File: src/hdl/macplus_pkg.sv
//========================================
// shared types for the glue logic
// widths, load offsets, image sizes
// and the bus structs between blocks
//========================================

package macplus_pkg;

	// plain vector types
	typedef logic [15:0] word_t;
	typedef logic [20:0] word_addr_t;
	typedef logic [24:0] sdram_addr_t;
	typedef logic [21:0] mem_addr_t;
	// 0 = 128 KB, 1 = 512 KB, 2 = 1 MB, 3 = 4 MB
	typedef logic [1:0]  ram_size_t;
	// 0 = rom, 1 = internal floppy, 2 = external floppy
	typedef logic [7:0]  load_index_t;

	// disk images live after the rom, in words
	localparam word_addr_t INT_DISK_OFFSET = 21'h080000;
	localparam word_addr_t EXT_DISK_OFFSET = 21'h100000;

	// accepted floppy image sizes, in words
	localparam int unsigned DS_IMAGE_WORDS = 409600;
	localparam int unsigned SS_IMAGE_WORDS = 204800;

	// host download bus, one byte per strobe
	typedef struct packed {
		logic        write;
		logic [24:0] addr;
		logic [7:0]  data;
		logic        active;
		load_index_t index;
	} host_load_t;

	// clock enables, one per phase of the 8-cycle bus slot
	typedef struct packed {
		logic ce_cpu;
		logic ce_mid;
		logic ce_late;
		logic ce_pix;
	} ce_t;

	// chipset memory request, all strobes active high
	typedef struct packed {
		mem_addr_t addr;
		word_t     din;
		logic      uds;
		logic      lds;
		logic      ram_we;
		logic      ram_oe;
		logic      rom_oe;
	} chip_mem_t;

	// request toward the sdram controller
	typedef struct packed {
		sdram_addr_t addr;
		word_t       din;
		logic [1:0]  ds;
		logic        we;
		logic        oe;
	} sdram_req_t;

endpackage
File: src/hdl/macplus_glue.sv
//========================================
// glue logic top level
// aspect select and block instances
//========================================

`timescale 1ns/1ps

module macplus_glue #(
	parameter int RESET_HOLD    = 65535,
	parameter int ACTIVITY_HOLD = 1000000,
	parameter int BOOT_ACKS     = 20
) (
	input  logic                    clk_sys,
	input  logic                    n_reset,
	// host download and chipset side
	input  macplus_pkg::host_load_t host,
	input  logic                    dio_slot,
	input  macplus_pkg::chip_mem_t  chip,
	input  macplus_pkg::word_t      sdram_dout,
	input  logic [1:0]              disk_read_ack,
	input  logic [1:0]              disk_eject,
	input  logic [1:0]              disk_motor,
	input  logic [1:0]              disk_access,
	input  logic                    sd_ack,
	input  logic                    cpu_reset_out_n,
	// status options
	input  logic                    reset_request,
	input  logic [1:0]              mem_option,
	input  logic                    turbo_request,
	input  logic                    aspect_wide,
	// outputs
	output macplus_pkg::ce_t        ce,
	output logic                    sys_reset_n,
	output macplus_pkg::ram_size_t  ram_size,
	output logic                    load_wait,
	output macplus_pkg::sdram_req_t sdram,
	output macplus_pkg::word_t      chip_rdata,
	output logic [1:0]              screen_write,
	output logic [1:0]              disk_inserted,
	output logic [1:0]              disk_double_sided,
	output logic                    led_user,
	output logic                    turbo,
	output logic [7:0]              arx,
	output logic [7:0]              ary
);

	macplus_pkg::word_t      load_word;
	macplus_pkg::word_addr_t load_addr;
	logic                    load_write;

	// 16:9 or 4:3 for the scaler
	assign arx = aspect_wide ? 8'd16 : 8'd4;
	assign ary = aspect_wide ? 8'd9 : 8'd3;

	clock_enables u_clock_enables (
		.clk_sys (clk_sys),
		.n_reset (n_reset),
		.ce      (ce)
	);

	reset_sequencer #(
		.RESET_HOLD (RESET_HOLD)
	) u_reset_sequencer (
		.clk_sys         (clk_sys),
		.n_reset         (n_reset),
		.ce              (ce),
		.reset_request   (reset_request),
		.cpu_reset_out_n (cpu_reset_out_n),
		.mem_option      (mem_option),
		.sys_reset_n     (sys_reset_n),
		.ram_size        (ram_size)
	);

	rom_loader u_rom_loader (
		.clk_sys    (clk_sys),
		.n_reset    (n_reset),
		.host       (host),
		.dio_slot   (dio_slot),
		.load_word  (load_word),
		.load_addr  (load_addr),
		.load_write (load_write),
		.load_wait  (load_wait)
	);

	disk_image_tracker #(
		.ACTIVITY_HOLD (ACTIVITY_HOLD)
	) u_disk_image_tracker (
		.clk_sys           (clk_sys),
		.n_reset           (n_reset),
		.host              (host),
		.disk_eject        (disk_eject),
		.disk_motor        (disk_motor),
		.disk_access       (disk_access),
		.disk_inserted     (disk_inserted),
		.disk_double_sided (disk_double_sided),
		.led_user          (led_user)
	);

	sdram_port_mux u_sdram_port_mux (
		.download      (host.active),
		.dio_slot      (dio_slot),
		.ram_size      (ram_size),
		.load_word     (load_word),
		.load_addr     (load_addr),
		.load_write    (load_write),
		.chip          (chip),
		.sdram_dout    (sdram_dout),
		.disk_read_ack (disk_read_ack),
		.sdram         (sdram),
		.chip_rdata    (chip_rdata),
		.screen_write  (screen_write)
	);

	turbo_control #(
		.BOOT_ACKS (BOOT_ACKS)
	) u_turbo_control (
		.clk_sys       (clk_sys),
		.sys_reset_n   (sys_reset_n),
		.turbo_request (turbo_request),
		.sd_ack        (sd_ack),
		.disk_motor    (disk_motor),
		.dio_slot      (dio_slot),
		.turbo         (turbo)
	);

endmodule

File: src/hdl/turbo_control.sv
//========================================
// delayed turbo switch
// waits out the boot disk accesses
//========================================

`timescale 1ns/1ps

module turbo_control #(
	parameter int BOOT_ACKS = 20
) (
	input  logic       clk_sys,
	input  logic       sys_reset_n,
	input  logic       turbo_request,
	input  logic       sd_ack,
	input  logic [1:0] disk_motor,
	input  logic       dio_slot,
	output logic       turbo
);

	localparam int CW = $clog2(BOOT_ACKS + 1);

	logic          ack_q;
	logic [CW-1:0] ack_cnt;

	// scsi boot fails with turbo on, so hold it off for a few transfers
	always_ff @(posedge clk_sys) begin
		if (!sys_reset_n) begin
			ack_q   <= 1'b0;
			ack_cnt <= CW'(BOOT_ACKS);
			turbo   <= 1'b0;
		end else begin
			ack_q <= sd_ack;
			// count falling edges of the block ack
			if (ack_q && !sd_ack && ack_cnt != '0) begin
				ack_cnt <= ack_cnt - 1'b1;
			end
			// floppy boot, no need to wait
			if (|disk_motor) begin
				ack_cnt <= '0;
			end
			// switch only at a slot boundary
			if (ack_cnt == '0 && dio_slot) begin
				turbo <= turbo_request;
			end
		end
	end

endmodule

File: src/hdl/sdram_port_mux.sv
//========================================
// sdram request mux, disk read byte
// duplication and screen write decode
//========================================

`timescale 1ns/1ps

module sdram_port_mux (
	input  logic                    download,
	input  logic                    dio_slot,
	input  macplus_pkg::ram_size_t  ram_size,
	input  macplus_pkg::word_t      load_word,
	input  macplus_pkg::word_addr_t load_addr,
	input  logic                    load_write,
	input  macplus_pkg::chip_mem_t  chip,
	input  macplus_pkg::word_t      sdram_dout,
	input  logic [1:0]              disk_read_ack,
	output macplus_pkg::sdram_req_t sdram,
	output macplus_pkg::word_t      chip_rdata,
	output logic [1:0]              screen_write
);

	logic               load_cycle;
	macplus_pkg::word_t byte_dup;
	logic               screen_hit;

	// loader owns the bus only inside its slot
	assign load_cycle = download && dio_slot;

	always_comb begin
		if (load_cycle) begin
			// load area starts at word 0x200000
			sdram.addr = {4'b0001, load_addr};
			sdram.din  = load_word;
			sdram.ds   = 2'b11;
			sdram.we   = load_write;
			sdram.oe   = 1'b0;
		end else begin
			// rom window at word 0x100000
			sdram.addr = {4'b0000, chip.addr[21] | chip.rom_oe, chip.addr[20:1]};
			sdram.din  = chip.din;
			sdram.ds   = {chip.uds, chip.lds};
			sdram.we   = chip.ram_we;
			sdram.oe   = chip.ram_oe || chip.rom_oe;
		end
	end

	// disk images are byte wide, odd address picks the low byte
	assign byte_dup = chip.addr[0] ? {sdram_dout[7:0], sdram_dout[7:0]}
	                               : {sdram_dout[15:8], sdram_dout[15:8]};

	always_comb begin
		if (load_cycle) begin
			chip_rdata = 16'hffff;
		end else if (|disk_read_ack) begin
			chip_rdata = byte_dup;
		end else begin
			chip_rdata = sdram_dout;
		end
	end

	// screen buffer sits in the top 32 KB of the configured ram
	always_comb begin
		case (ram_size)
			2'd0:    screen_hit = &chip.addr[16:15];
			2'd1:    screen_hit = &chip.addr[18:15];
			2'd2:    screen_hit = &chip.addr[19:15];
			default: screen_hit = &chip.addr[21:15];
		endcase
	end

	assign screen_write = {chip.uds, chip.lds} & {2{chip.ram_we && screen_hit}};

endmodule

File: src/hdl/disk_image_tracker.sv
//========================================
// floppy image size flags per drive,
// eject clearing and activity led
//========================================

`timescale 1ns/1ps

module disk_image_tracker #(
	parameter int ACTIVITY_HOLD = 1000000
) (
	input  logic                    clk_sys,
	input  logic                    n_reset,
	input  macplus_pkg::host_load_t host,
	input  logic [1:0]              disk_eject,
	input  logic [1:0]              disk_motor,
	input  logic [1:0]              disk_access,
	output logic [1:0]              disk_inserted,
	output logic [1:0]              disk_double_sided,
	output logic                    led_user
);

	localparam int TW = $clog2(ACTIVITY_HOLD + 1);

	logic          active_q;
	logic [1:0]    ds_flag;
	logic [1:0]    ss_flag;
	logic [23:0]   final_words;
	logic [TW-1:0] act_timer;
	logic          act_on;

	// host counts bytes, images are sized in words
	assign final_words = host.addr[24:1];

	always_ff @(posedge clk_sys) begin
		if (!n_reset) begin
			active_q <= 1'b0;
			ds_flag  <= '0;
			ss_flag  <= '0;
		end else begin
			active_q <= host.active;
			for (int i = 0; i < 2; i++) begin
				// end of a download for this drive
				if (active_q && !host.active && host.index == 8'(i + 1)) begin
					ds_flag[i] <= (final_words == 24'(macplus_pkg::DS_IMAGE_WORDS));
					ss_flag[i] <= (final_words == 24'(macplus_pkg::SS_IMAGE_WORDS));
				end
				// eject from the os wins
				if (disk_eject[i]) begin
					ds_flag[i] <= 1'b0;
					ss_flag[i] <= 1'b0;
				end
			end
		end
	end

	// unknown sizes leave both flags low, drive reads as empty
	assign disk_inserted     = ds_flag | ss_flag;
	assign disk_double_sided = ds_flag;

	// =======================================
	// activity led
	// =======================================

	always_ff @(posedge clk_sys) begin
		if (!n_reset) begin
			act_timer <= '0;
			act_on    <= 1'b0;
		end else begin
			act_on <= (act_timer != '0);
			if (act_timer != '0) begin
				act_timer <= act_timer - 1'b1;
			end
			// retrigger on any access
			if (|disk_access) begin
				act_timer <= TW'(ACTIVITY_HOLD);
			end
		end
	end

	// flickers when access and motor disagree
	assign led_user = host.active || (act_on ^ |disk_motor);

endmodule

File: src/hdl/rom_loader.sv
//========================================
// rom and disk image loader
// byte pairing, image placement and
// wait level back to the host
//========================================

`timescale 1ns/1ps

module rom_loader (
	input  logic                    clk_sys,
	input  logic                    n_reset,
	input  macplus_pkg::host_load_t host,
	input  logic                    dio_slot,
	output macplus_pkg::word_t      load_word,
	output macplus_pkg::word_addr_t load_addr,
	output logic                    load_write,
	output logic                    load_wait
);

	logic                    word_done;
	logic                    slot_q;
	logic [7:0]              hi_byte;
	macplus_pkg::word_addr_t image_offset;

	// image base by download index, rom sits at zero
	always_comb begin
		case (host.index)
			8'd0:    image_offset = '0;
			8'd1:    image_offset = macplus_pkg::INT_DISK_OFFSET;
			default: image_offset = macplus_pkg::EXT_DISK_OFFSET;
		endcase
	end

	// =======================================
	// byte pairing
	// =======================================

	// even byte is the upper half (big endian)
	always_ff @(posedge clk_sys) begin
		if (host.write && !host.addr[0]) begin
			hi_byte <= host.data;
		end
		if (host.write && host.addr[0]) begin
			load_word <= {hi_byte, host.data};
			load_addr <= image_offset + host.addr[21:1];
		end
	end

	// one cycle pulse per completed word
	always_ff @(posedge clk_sys) begin
		if (!n_reset) begin
			word_done <= 1'b0;
		end else begin
			word_done <= host.write && host.addr[0];
		end
	end

	// =======================================
	// wait and write levels
	// =======================================

	always_ff @(posedge clk_sys) begin
		if (!n_reset) begin
			slot_q     <= 1'b0;
			load_wait  <= 1'b0;
			load_write <= 1'b0;
		end else begin
			slot_q <= dio_slot;
			// new word pending, hold the host off
			if (word_done) begin
				load_wait <= 1'b1;
			end
			// write level only changes outside the slot
			if (!dio_slot) begin
				load_write <= load_wait;
			end
			// slot ended with the write presented, word is in memory
			if (slot_q && !dio_slot && load_write) begin
				load_wait <= 1'b0;
			end
		end
	end

endmodule

File: src/hdl/reset_sequencer.sv
//========================================
// system reset sequencer
// merges reset sources, holds reset for
// a ce_mid count and latches ram size
//========================================

`timescale 1ns/1ps

module reset_sequencer #(
	parameter int RESET_HOLD = 65535
) (
	input  logic                   clk_sys,
	input  logic                   n_reset,
	input  macplus_pkg::ce_t       ce,
	input  logic                   reset_request,
	input  logic                   cpu_reset_out_n,
	input  logic [1:0]             mem_option,
	output logic                   sys_reset_n,
	output macplus_pkg::ram_size_t ram_size
);

	localparam int CW = $clog2(RESET_HOLD + 1);

	logic [CW-1:0] hold_cnt;
	logic          any_source;

	// board reset, menu reset or the cpu's own reset instruction
	assign any_source = !n_reset || reset_request || !cpu_reset_out_n;

	always_ff @(posedge clk_sys) begin
		if (any_source) begin
			hold_cnt    <= CW'(RESET_HOLD);
			sys_reset_n <= 1'b0;
		end else if (hold_cnt != '0) begin
			if (ce.ce_mid) begin
				hold_cnt <= hold_cnt - 1'b1;
			end
		end else begin
			sys_reset_n <= 1'b1;
		end
	end

	// size code only moves while the system is held in reset
	// option 0 maps to 512 KB, option 3 wraps round to the 128 KB code
	always_ff @(posedge clk_sys) begin
		if (!any_source && hold_cnt != '0) begin
			ram_size <= mem_option + 2'd1;
		end
	end

endmodule

File: src/hdl/clock_enables.sv
//========================================
// clock enable divider
// cpu phases 0, 4, 7 and pixel enable
//========================================

`timescale 1ns/1ps

module clock_enables (
	input  logic               clk_sys,
	input  logic               n_reset,
	output macplus_pkg::ce_t   ce
);

	// free running phase of the bus slot
	logic [2:0] phase;

	always_ff @(posedge clk_sys) begin
		if (!n_reset) begin
			phase <= '0;
			ce    <= '0;
		end else begin
			phase <= phase + 3'd1;
			// decodes are registered, so each enable lags the phase by one
			ce.ce_cpu  <= (phase == 3'd0);
			ce.ce_mid  <= (phase == 3'd4);
			ce.ce_late <= (phase == 3'd7);
			// every fourth cycle
			ce.ce_pix  <= (phase[1:0] == 2'd0);
		end
	end

endmodule

File: config.mk
export PLATFORM = sky130hd
export DESIGN_NAME = macplus_glue
export DESIGN_NICKNAME = d
export VERILOG_FILES = /design/src/hdl/macplus_pkg.sv /design/src/hdl/macplus_glue.sv /design/src/hdl/turbo_control.sv /design/src/hdl/sdram_port_mux.sv /design/src/hdl/disk_image_tracker.sv /design/src/hdl/rom_loader.sv /design/src/hdl/reset_sequencer.sv /design/src/hdl/clock_enables.sv
export SDC_FILE = /design/constraint.sdc
export NUM_CORES = 1
export LEC_CHECK = 0
export BUFFER_PORTS_ARGS = -buffer_cell sky130_fd_sc_hd__buf_2
export CAP_MARGIN = 20
export CORE_UTILIZATION = 40
export DETAILED_ROUTE_END_ITERATION = 16
export PLACE_DENSITY = 0.71
export REMOVE_ABC_BUFFERS = 1
export SLEW_MARGIN = 20
export SYNTH_ARGS = -nofsm -noshare
export SYNTH_HDL_FRONTEND = slang
export SYNTH_SLANG_ARGS = --single-unit
File: constraint.sdc
create_clock -name clk_sys -period 5.2 [get_ports clk_sys]
set_input_delay 0 -clock clk_sys [delete_from_list [all_inputs] [get_ports clk_sys]]
set_output_delay 0 -clock clk_sys [all_outputs]
set_load 0.01 [all_outputs]
==> qor.csv, run 1 <==
stage,metric,value,unit
worst_setup_path,Critical Path RT,5.43,ns
worst_setup_path,Startpoint Class,primary input,
placement,Placer Congestion,0.941,
drt,DR DRC count,0,
synth,"area leader, netlist",edfxtp_1,
synth,most frequent cells after synthesis,"dfxtp_1 (61), nand2_1 (56), edfxtp_1 (47)",
power,internal power,1.47,mW
sta,final setup violation count,0,
worst_setup_path,crit end category,flop,
clocking,clock buffer depth,2,
synth,ys flop type,dfxtp_1,
floorplan,DIE AREA,14000,sq um
sta,RSZ-0062 raised after global routing,false,
synth,Async SR Flop Fraction,0,%
floorplan,io pins,213,
synth,cells after synthesis,542,
synth,largest cells by area after synthesis,"edfxtp_1 (26%), dfxtp_1 (23%), mux2_2 (7.7%)",
global_route,vias in the first global route,4983,
synth,mapped cell area,5410,sq um
drt,Via density,5.25,
sta,Relative slew margins,41.6,%
run,MaxCap Viol Count,0,
drt,Wirelength per Cell,16.1,um
power,NetSw,0.484,mW
global_route,GRT overflow,0,
sta,f_max,385,MHz
min_path,Hold Path End,u_disk_image_tracker.ss_flag[1],
floorplan,num rows,42,
drt,top routing layer in use,met4,
synth,Ys Warns,0,
clocking,Num CTS Buffers,9,
global_route,antenna violations before repair,0,
synth,"Distinct cells, synth",56,
floorplan,DIE HEIGHT,118,um
worst_setup_path,CP Data Arrival Time,2.83,ns
global_route,pin count of the biggest net entering global routing,58,
worst_setup_path,reg2reg setup slack,2.65,ns
clocking,CTS root buffer,clkbuf_16,
min_path,worst hold path class,in2reg,
worst_setup_path,CP Class,in2reg,
clocking,TritonCTS clock tree,yes,
power,clock share of power,35.8,%
final_layout,Final Core Density,54.7,%
final_layout,fraction of layout cells with a size suffix above 1,33.6,%
clocking,number of hold buffers added after CTS,46,
global_route,gr usage total,22.1,%
final_layout,Final nets,900,
min_path,hold path start,host[3],
drt,met3 routed WL,1030,um
drt,vias,4994,
sta,worst clock skew,0.00455,ns
placement,dpl hpwl,11200,um
clocking,H-tree depth,3,
placement,placed cell count,890,
worst_setup_path,reg2reg end,u_disk_image_tracker.disk_double_sided[1],
sta,worst-margin pin slew,0.875,ns
sta,min Tclk post-route,2.59,ns
power,Leak Pwr,3.06,nW
synth,syn avg cell area,9.97,sq um
worst_setup_path,r2r startpoint,u_disk_image_tracker.active_q,
power,Logic pwr share,15.9,%
clocking,Post-CTS Setup Inserts,0,
final_layout,Area Growth Syn to Fin,33.5,%
drt,DRT antenna net count,0,
final_layout,"Cell Count, Final, Fillers Out",952,
power,P per Cell Area,271,nW/um^2
synth,most frequent cell after synthesis,dfxtp_1,
synth,count of flip-flops with a built-in enable after synthesis,47,
synth,top cell type's share of synthesized area,26.1,%
drt,M1 wire length,6190,um
floorplan,DIE WIDTH,118,um
drt,total wire length,15400,um
worst_setup_path,FF-to-FF path depth,5,
clocking,later-pin clock latency in the skew report,0.35,ns
sta,max-slew violation count,0,
outcome,status,finished clean,
synth,number of synthesized register bits,108,
power,VDD IR max,132,uV
drt,drt pass-1 iters,5,
synth,"Seq/Total Area, Yosys",48.7,%
sta,Final Cycle Share,49.9,%
drt,met2 WL,7870,um
power,register share of total power,48.3,%
worst_setup_path,Critical Path Fanout Max,5,
clocking,clock sinks,108,
global_route,global-route wire length before repair,24500,um
floorplan,core area,13200,sq um
sta,setup TNS,0,ns
min_path,hold path depth,3,
power,switching share of power,24.8,%
floorplan,initial core utilization,41.0,%
sta,final count of hold timing violations,0,
clocking,Worst-path clk slew,0.07,ns
placement,IO Port Bufs,197,
clocking,post-CTS sizing,0,
drt,Initial DRC Count,353,
final_layout,# diodes,0,
[stage by stage]
stage	worst slack, ns	area (sq um)	hold WS, ns	total power [mW]
after floorplan	3.10	5220	0	1.11
after global placement	2.84	6440	0.194	1.23
after detailed placement	2.70	6440	0.196	1.24
after CTS	2.66	7210	0.000854	1.96
after global routing	2.50	7220	0.0275	2.04
final	2.61	7220	0.0317	1.95
[per-layer routing]
layer	up-vias	GRT usage [%]
met1	2380	26.6
met2	187	39.3
met3	25	4.63
met4	0	7.13
met5	-	0
li1	2402	-
[worst max-delay path by stage]
stage                                                           end                                from  slack, ns  cells past startpoint
after floorplan                  u_disk_image_tracker.act_timer[14]   u_disk_image_tracker.act_timer[7]       3.10                      4
after global placement           u_disk_image_tracker.act_timer[19]  u_disk_image_tracker.act_timer[12]       2.84                      4
after detailed placement         u_disk_image_tracker.act_timer[19]  u_disk_image_tracker.act_timer[12]       2.70                      4
after CTS                 u_disk_image_tracker.disk_double_sided[1]                             host[8]       2.66                      7
after global routing      u_disk_image_tracker.disk_double_sided[1]                             host[8]       2.50                      7
final                     u_disk_image_tracker.disk_double_sided[1]                             host[8]       2.61                      7
[registers in the layout, indices dropped and copies added, names as in the netlist, 2 cells and up]
| register | flops |
|---|---|
| u_rom_loader.load_addr | 21 |
| u_disk_image_tracker.disk_double_sided | 2 |
| u_disk_image_tracker.ss_flag | 2 |
| u_rom_loader.load_word | 16 |
| u_reset_sequencer.ram_size | 2 |
| u_disk_image_tracker.act_timer | 20 |
| u_turbo_control.ack_cnt | 5 |
| u_clock_enables.ce | 4 |
| u_clock_enables.phase | 3 |
| u_rom_loader.hi_byte | 8 |
| u_reset_sequencer.hold_cnt | 16 |
[kinds of logic (layout without fill, tap and decap cells)]
group	count (synthesis)	count (layout)	share of synthesized area (%)
AO/OA/AOI/OAI	80	80	9.70
multiplexers	51	51	10.3
XOR/XNOR	8	8	1.30
AND/OR/NAND/NOR	225	225	22.1
buffers and inverters	59	280	5.69
other	2	15	0.139
adder cells (fa/ha/maj)	9	9	2.08
flip-flops	108	108	48.7
[cell usage in the layout, fill, tap and decap left out, drive strengths merged, types with 4 or more instances in the layout]
| master | instances |
|---|---|
| buf | 199 |
| xor2 | 6 |
| nor4 | 13 |
| clkbuf | 11 |
| nor2 | 40 |
| a211oi | 6 |
| or2 | 7 |
| o31ai | 7 |
| nand2 | 56 |
| nor3 | 10 |
| o21ai | 19 |
| inv | 19 |
| mux2 | 37 |
| dlygate4sd3 | 46 |
| nand3 | 26 |
| and3 | 8 |
| mux2i | 14 |
| edfxtp | 47 |
| and2 | 19 |
| ha | 9 |
| nand2b | 5 |
| a31oi | 10 |
| or4 | 11 |
| nor2b | 7 |
| dfxtp | 61 |
| o22ai | 4 |
| conb | 15 |
| a21oi | 15 |
[final cells by class]
type / instances / area, sq um
sequential: 108 / 2630
tap: 176 / 220
timing repair buffer: 245 / 1460
clock buffer: 11 / 254
clock inverter: 5 / 50.0
multi-input combinational: 388 / 2530
fill: 1231 / 5970
inverter: 19 / 71.3
[power groups by stage]
stage	Clock, mW	Sequential (mW)	Combinational [mW]
finish	0.700	0.943	0.310
global route	0.754	0.946	0.337
CTS	0.714	0.942	0.308
detailed placement	0	0.961	0.282
global placement	0	0.959	0.276
floorplan	0	0.957	0.151
[worst max-delay path, stage by stage]
cell and delay (ns):
dlygate4sd3_1 0.54, buf_2 0.18, or4bb_1 0.48, nor4_1 0.38, dlygate4sd3_1 0.63, o22ai_1 0.07, dlygate4sd3_1 0.55
Note: power is estimated with default switching activity, not from simulation.
==> run 2, diff against run 1 <==
--- a/config.mk
+++ b/config.mk
@@ -9,7 +9,7 @@
 export CAP_MARGIN = 20
 export CORE_UTILIZATION = 40
 export DETAILED_ROUTE_END_ITERATION = 16
-export PLACE_DENSITY = 0.71
+export PLACE_DENSITY = 0.73
 export REMOVE_ABC_BUFFERS = 1
 export SLEW_MARGIN = 20
 export SYNTH_ARGS = -nofsm -noshare
==> constraint.sdc (replaced) <==
create_clock -name clk_sys -period 2.15 [get_ports clk_sys]
set_input_delay 0 -clock clk_sys [delete_from_list [all_inputs] [get_ports clk_sys]]
set_output_delay 0 -clock clk_sys [all_outputs]
set_load 0.01 [all_outputs]
==> run 2 against run 1 <==
Against the previous run: first-iteration DRC count shrank 19%; largest cell class unchanged; highest routed layer unchanged; critical path depth shrank 3; clock-buffer cell count grew 1.
==> qor.csv, run 2 (synthesized netlist as in run 1, its figures left out) <==
stage,metric,value,unit
outcome,status,finished clean,
drt,vias,4889,
power,P per Cell Area,650,nW/um^2
worst_setup_path,CP Class,reg2reg,
sta,final setup violation count,0,
clocking,Num CTS Buffers,9,
final_layout,"commonest cells after routing, fill and taps aside","buf_2 (197), dfxtp_1 (60), nand2_1 (55)",
clocking,later-pin clock latency in the skew report,0.35,ns
drt,Wirelength per Cell,14.6,um
placement,dpl hpwl,10600,um
clocking,Worst-path clk slew,0.07,ns
power,VDD IR max,489,uV
sta,max-slew violation count,0,
placement,pre-CTS setup slack,0.0475,ns
clocking,TritonCTS clock tree,yes,
final_layout,max reg flops,21,
final_layout,# diodes,0,
floorplan,io pins,213,
worst_setup_path,Startpoint Class,flop,
clocking,CTS root buffer,clkbuf_16,
final_layout,Largest regs,"u_rom_loader.load_addr (21), u_disk_image_tracker.act_timer (20)",
final_layout,fraction of layout cells with a size suffix above 1,36.5,%
worst_setup_path,Max stage delay on crit path,0.54,ns
clocking,clock buffer depth,2,
placement,IO Port Bufs,197,
floorplan,DIE HEIGHT,118,um
sta,Final Cycle Share,96.1,%
clocking,H-tree depth,3,
sta,Relative slew margins,50.5,%
sta,RSZ-0062 raised after global routing,false,
worst_setup_path,crit-path cells,"or4_4, or4_4, or4b_1, a31oi_1",
final_layout,"most common cell after layout, fill and taps aside",buf_2,
global_route,vias in the first global route,4617,
floorplan,DIE AREA,14000,sq um
final_layout,Biggest register,u_rom_loader.load_addr,
drt,drt pass-1 iters,4,
worst_setup_path,CP Data Arrival Time,2.35,ns
sta,setup TNS,0,ns
power,Leak Pwr,3.20,nW
drt,Via density,5.00,
worst_setup_path,slowest CP cell,or4_4,
sta,worst clock skew,0.00668,ns
floorplan,core area,13200,sq um
final_layout,Area Growth Syn to Fin,37.5,%
drt,DR DRC count,0,
drt,Initial DRC Count,287,
global_route,pin count of the biggest net entering global routing,47,
drt,DRT antenna net count,0,
global_route,gr usage total,20.5,%
sta,f_max,484,MHz
run,MaxCap Viol Count,0,
floorplan,initial core utilization,41.0,%
global_route,GRT overflow,0,
sta,final worst slack,0.0834,ns
sta,final count of hold timing violations,0,
global_route,global-route wire length before repair,22600,um
worst_setup_path,most frequent CP cell,or4_4,
floorplan,DIE WIDTH,118,um
worst_setup_path,crit end category,flop,
floorplan,num rows,42,
global_route,antenna violations before repair,0,
sta,min Tclk post-route,2.07,ns
drt,total wire length,14200,um
worst_setup_path,Critical Path Fanout Max,6,
worst_setup_path,"CP delay by family, top",simple AND/OR/NAND/NOR gates,
placement,Placer Congestion,0.923,
worst_setup_path,WP buf/inv,0,
final_layout,Final nets,925,
min_path,worst hold path class,in2reg,
final_layout,FILL cells,1174,
clocking,clock sinks,108,
worst_setup_path,Critical Path RT,2.43,ns
sta,worst-margin pin slew,0.740,ns
-- run 2: what timing repair did --
item                                    4_1_cts  5_1_grt
hold endpoints to repair                     50        0
resized for setup                             0        4
endpoints found under the setup margin        0        7
hold buffers                                 44        0
buffers inserted                              0        1
-- run 2: routing by layer --
metal / GRT usage (%) / wire [um]
met4: 6.81 / 286
met3: 5.94 / 923
met5: 0 / 0
met1: 23.8 / 5920
met2: 35.8 / 7100
-- run 2: cell type report --
class                           count  area (sq um)  area share (%)
Clock buffer                       12           246            3.32
Clock inverter                      4          72.6           0.977
Inverter                           19          71.3           0.960
Multi-Input combinational cell    388          2530            34.0
Sequential cell                   108          2630            35.4
Tap cell                          176           220            2.96
Timing Repair Buffer              270          1660            22.3
-- run 2: stage by stage --
stage          cell area (sq um)  utilization [%]  power (mW)  cells  hold slack [ns]
2_1_floorplan               5220                -        2.68    515                0
3_3_place_gp                6650             50.4        3.03    916            0.190
3_5_place_dp                6650             50.4        3.04    916            0.191
4_1_cts                     7410             56.2        4.88    976          0.00294
5_1_grt                     7430             56.3        5.05    977           0.0211
6_report                    7430             56.3        4.83    977           0.0123
-- run 2: worst reg2reg max path: stages (launching register included) --
cell	delay, ns
dfxtp_1	0.31
or4_4	0.54
or4_4	0.52
or4b_1	0.47
a31oi_1	0.16
-- run 2: power breakdown --
part           switching (mW)  internal [mW]
Clock                   0.719           1.05
Combinational           0.402          0.386
Sequential             0.0400           2.23
Total                    1.16           3.67
-- run 2: worst paths after layout --
kind | startpoint | to | slack, ns | cells past startpoint
min | disk_access[1] | u_disk_image_tracker.act_timer[3] | 0.01 | 4
min reg2reg | u_rom_loader.hi_byte[1] | u_rom_loader.load_word[9] | 0.42 | 0
max reg2reg | u_disk_image_tracker.act_timer[9] | u_disk_image_tracker.act_timer[14] | 0.08 | 4
max | u_disk_image_tracker.act_timer[9] | u_disk_image_tracker.act_timer[14] | 0.08 | 4
==> run 3, diff against run 2 <==
--- a/config.mk
+++ b/config.mk
@@ -5,11 +5,11 @@
 export SDC_FILE = /design/constraint.sdc
 export NUM_CORES = 1
 export LEC_CHECK = 0
-export BUFFER_PORTS_ARGS = -buffer_cell sky130_fd_sc_hd__buf_2
 export CAP_MARGIN = 20
-export CORE_UTILIZATION = 40
+export CORE_UTILIZATION = 57
 export DETAILED_ROUTE_END_ITERATION = 16
-export PLACE_DENSITY = 0.73
+export DONT_BUFFER_PORTS = 1
+export PLACE_DENSITY = 0.78
 export REMOVE_ABC_BUFFERS = 1
 export SLEW_MARGIN = 20
 export SYNTH_ARGS = -nofsm -noshare
==> run 3 against run 2 <==
Against the previous run: fmax shrank 3.2%; sequential share of layout area is 6.6 points higher; largest cell class unchanged; largest power group unchanged; routed wire length down 2.6%; sequential power about the same; clock power shrank 36%; via count fell by 10%.
==> qor.csv, run 3 (synthesized netlist as in run 1, its figures left out) <==
stage,metric,value,unit
final_layout,Final nets,733,
sta,worst-margin pin slew,0.880,ns
final_layout,"most common cell after layout, fill and taps aside",dfxtp_1,
final_layout,fraction of layout cells with a size suffix above 1,14.8,%
clocking,Num CTS Buffers,9,
floorplan,DIE HEIGHT,99.4,um
floorplan,DIE AREA,9880,sq um
worst_setup_path,FF-to-FF path depth,4,
sta,final setup violation count,0,
drt,total wire length,13900,um
final_layout,# diodes,0,
sta,Relative slew margins,41.3,%
global_route,gr usage total,27.1,%
global_route,antenna violations before repair,0,
power,switching share of power,26.5,%
power,clock share of power,28.4,%
floorplan,io pins,213,
drt,vias,4384,
final_layout,final instance area,6270,sq um
global_route,pin count of the biggest net entering global routing,38,
sta,worst clock skew,0.00967,ns
floorplan,initial core utilization,58.8,%
sta,setup TNS,0,ns
power,NetSw,1.06,mW
sta,min Tclk post-route,2.13,ns
power,register share of total power,57.1,%
final_layout,area occupied by multi-input gates,2520,sq um
run,MaxCap Viol Count,0,
global_route,global-route wire length before repair,20700,um
final_layout,Reg area,2630,sq um
drt,Via density,6.09,
clocking,TritonCTS clock tree,yes,
sta,Final Cycle Share,99.2,%
final_layout,Area Growth Syn to Fin,16.0,%
worst_setup_path,Critical Path Fanout Max,6,
placement,IO Port Bufs,0,
sta,final count of hold timing violations,0,
final_layout,Largest regs,"u_rom_loader.load_addr (21), u_disk_image_tracker.act_timer (20)",
final_layout,"commonest cells after routing, fill and taps aside","dfxtp_1 (60), nand2_1 (55), dlygate4sd3_1 (55)",
worst_setup_path,Critical Path RT,2.45,ns
sta,f_max,469,MHz
clocking,CTS root buffer,clkbuf_8,
clocking,H-tree depth,3,
min_path,hold path depth,0,
final_layout,Biggest register,u_rom_loader.load_addr,
sta,RSZ-0062 raised after global routing,false,
drt,Wirelength per Cell,19.3,um
clocking,clock sinks,108,
drt,Initial DRC Count,244,
clocking,clock buffer depth,2,
placement,placed cell area,5530,sq um
worst_setup_path,crit end category,flop,
drt,DRT antenna net count,0,
worst_setup_path,Startpoint Class,flop,
sta,max-slew violation count,0,
final_layout,FILL cells,711,
floorplan,DIE WIDTH,99.4,um
drt,drt pass-1 iters,5,
power,Logic pwr share,14.5,%
outcome,status,finished clean,
placement,Placer Congestion,0.877,
power,P per Cell Area,637,nW/um^2
clocking,Worst-path clk slew,0.10,ns
floorplan,num rows,35,
global_route,GRT overflow,0,
clocking,later-pin clock latency in the skew report,0.38,ns
final_layout,max reg flops,21,
power,Leak Pwr,2.37,nW
worst_setup_path,CP Data Arrival Time,2.43,ns
global_route,vias in the first global route,4268,
worst_setup_path,CP Class,reg2reg,
drt,DR DRC count,0,
floorplan,core area,9200,sq um
power,internal power,2.94,mW
min_path,worst hold path class,in2out,
power,VDD IR max,340,uV
placement,dpl hpwl,9630,um
==> run 3: final timing paths <==
| path | from | end | slack, ns |
|---|---|---|---|
| worst max-delay path | u_disk_image_tracker.act_timer[9] | u_disk_image_tracker.act_timer[14] | 0.02 |
| worst min-delay path | aspect_wide | ary[3] | 0.0002 |
| worst max register to register | u_disk_image_tracker.act_timer[9] | u_disk_image_tracker.act_timer[14] | 0.02 |
| worst min register to register | u_rom_loader.hi_byte[5] | u_rom_loader.load_word[13] | 0.43 |
==> run 3: power by group through the flow <==
stage	logic, mW	registers, mW	clock network [mW]
2_1_floorplan	0.366	2.31	0
4_1_cts	0.568	2.28	1.15
3_5_place_dp	0.480	2.33	0
3_3_place_gp	0.469	2.32	0
6_report	0.580	2.28	1.14
5_1_grt	0.622	2.29	1.24
==> run 3: what timing repair did <==
action,CTS,global route
setup endpoints to repair,1,5
hold buffers,54,1
gates resized for setup,1,2
pin swaps,1,0
endpoints found under the hold margin,86,1
setup buffers,0,0
==> run 3: cell type report <==
| cell class | count | area share [%] |
|---|---|---|
| well taps | 111 | 2.22 |
| multi-input cells | 388 | 40.3 |
| inverters | 19 | 1.14 |
| flip-flops and latches | 108 | 42.0 |
| clock buffers | 10 | 2.20 |
| repair buffers | 78 | 11.5 |
| clock inverters | 6 | 0.619 |
==> run 3: layer usage <==
metal  wire (um)  global-route usage, %
met1        5090                   28.4
met4         447                   12.1
met3        1040                   7.66
met2        7290                   50.2
met5           0                      0
==> run 3: critical path: stages, from the launching register on <==
cell and delay [ns]:
dfxtp_2 0.35, or4_4 0.55, or4_4 0.53, or4b_1 0.49
a31oi_1 0.15
==> run 3: stage by stage <==
step / cells / utilization, % / hold slack [ns] / setup WS (ns) / power (mW)
6_report: 720 / 68.2 / 0.000155 / 0.0162 / 4.00
3_3_place_gp: 649 / 60.2 / 0.000123 / 0.0258 / 2.79
4_1_cts: 719 / 68.0 / 0.000123 / 0.0335 / 4.00
3_5_place_dp: 649 / 60.2 / 0.000123 / 0.00116 / 2.81
5_1_grt: 720 / 68.2 / 0.000397 / 0.00411 / 4.15
2_1_floorplan: 515 / - / 0 / 0.0497 / 2.68
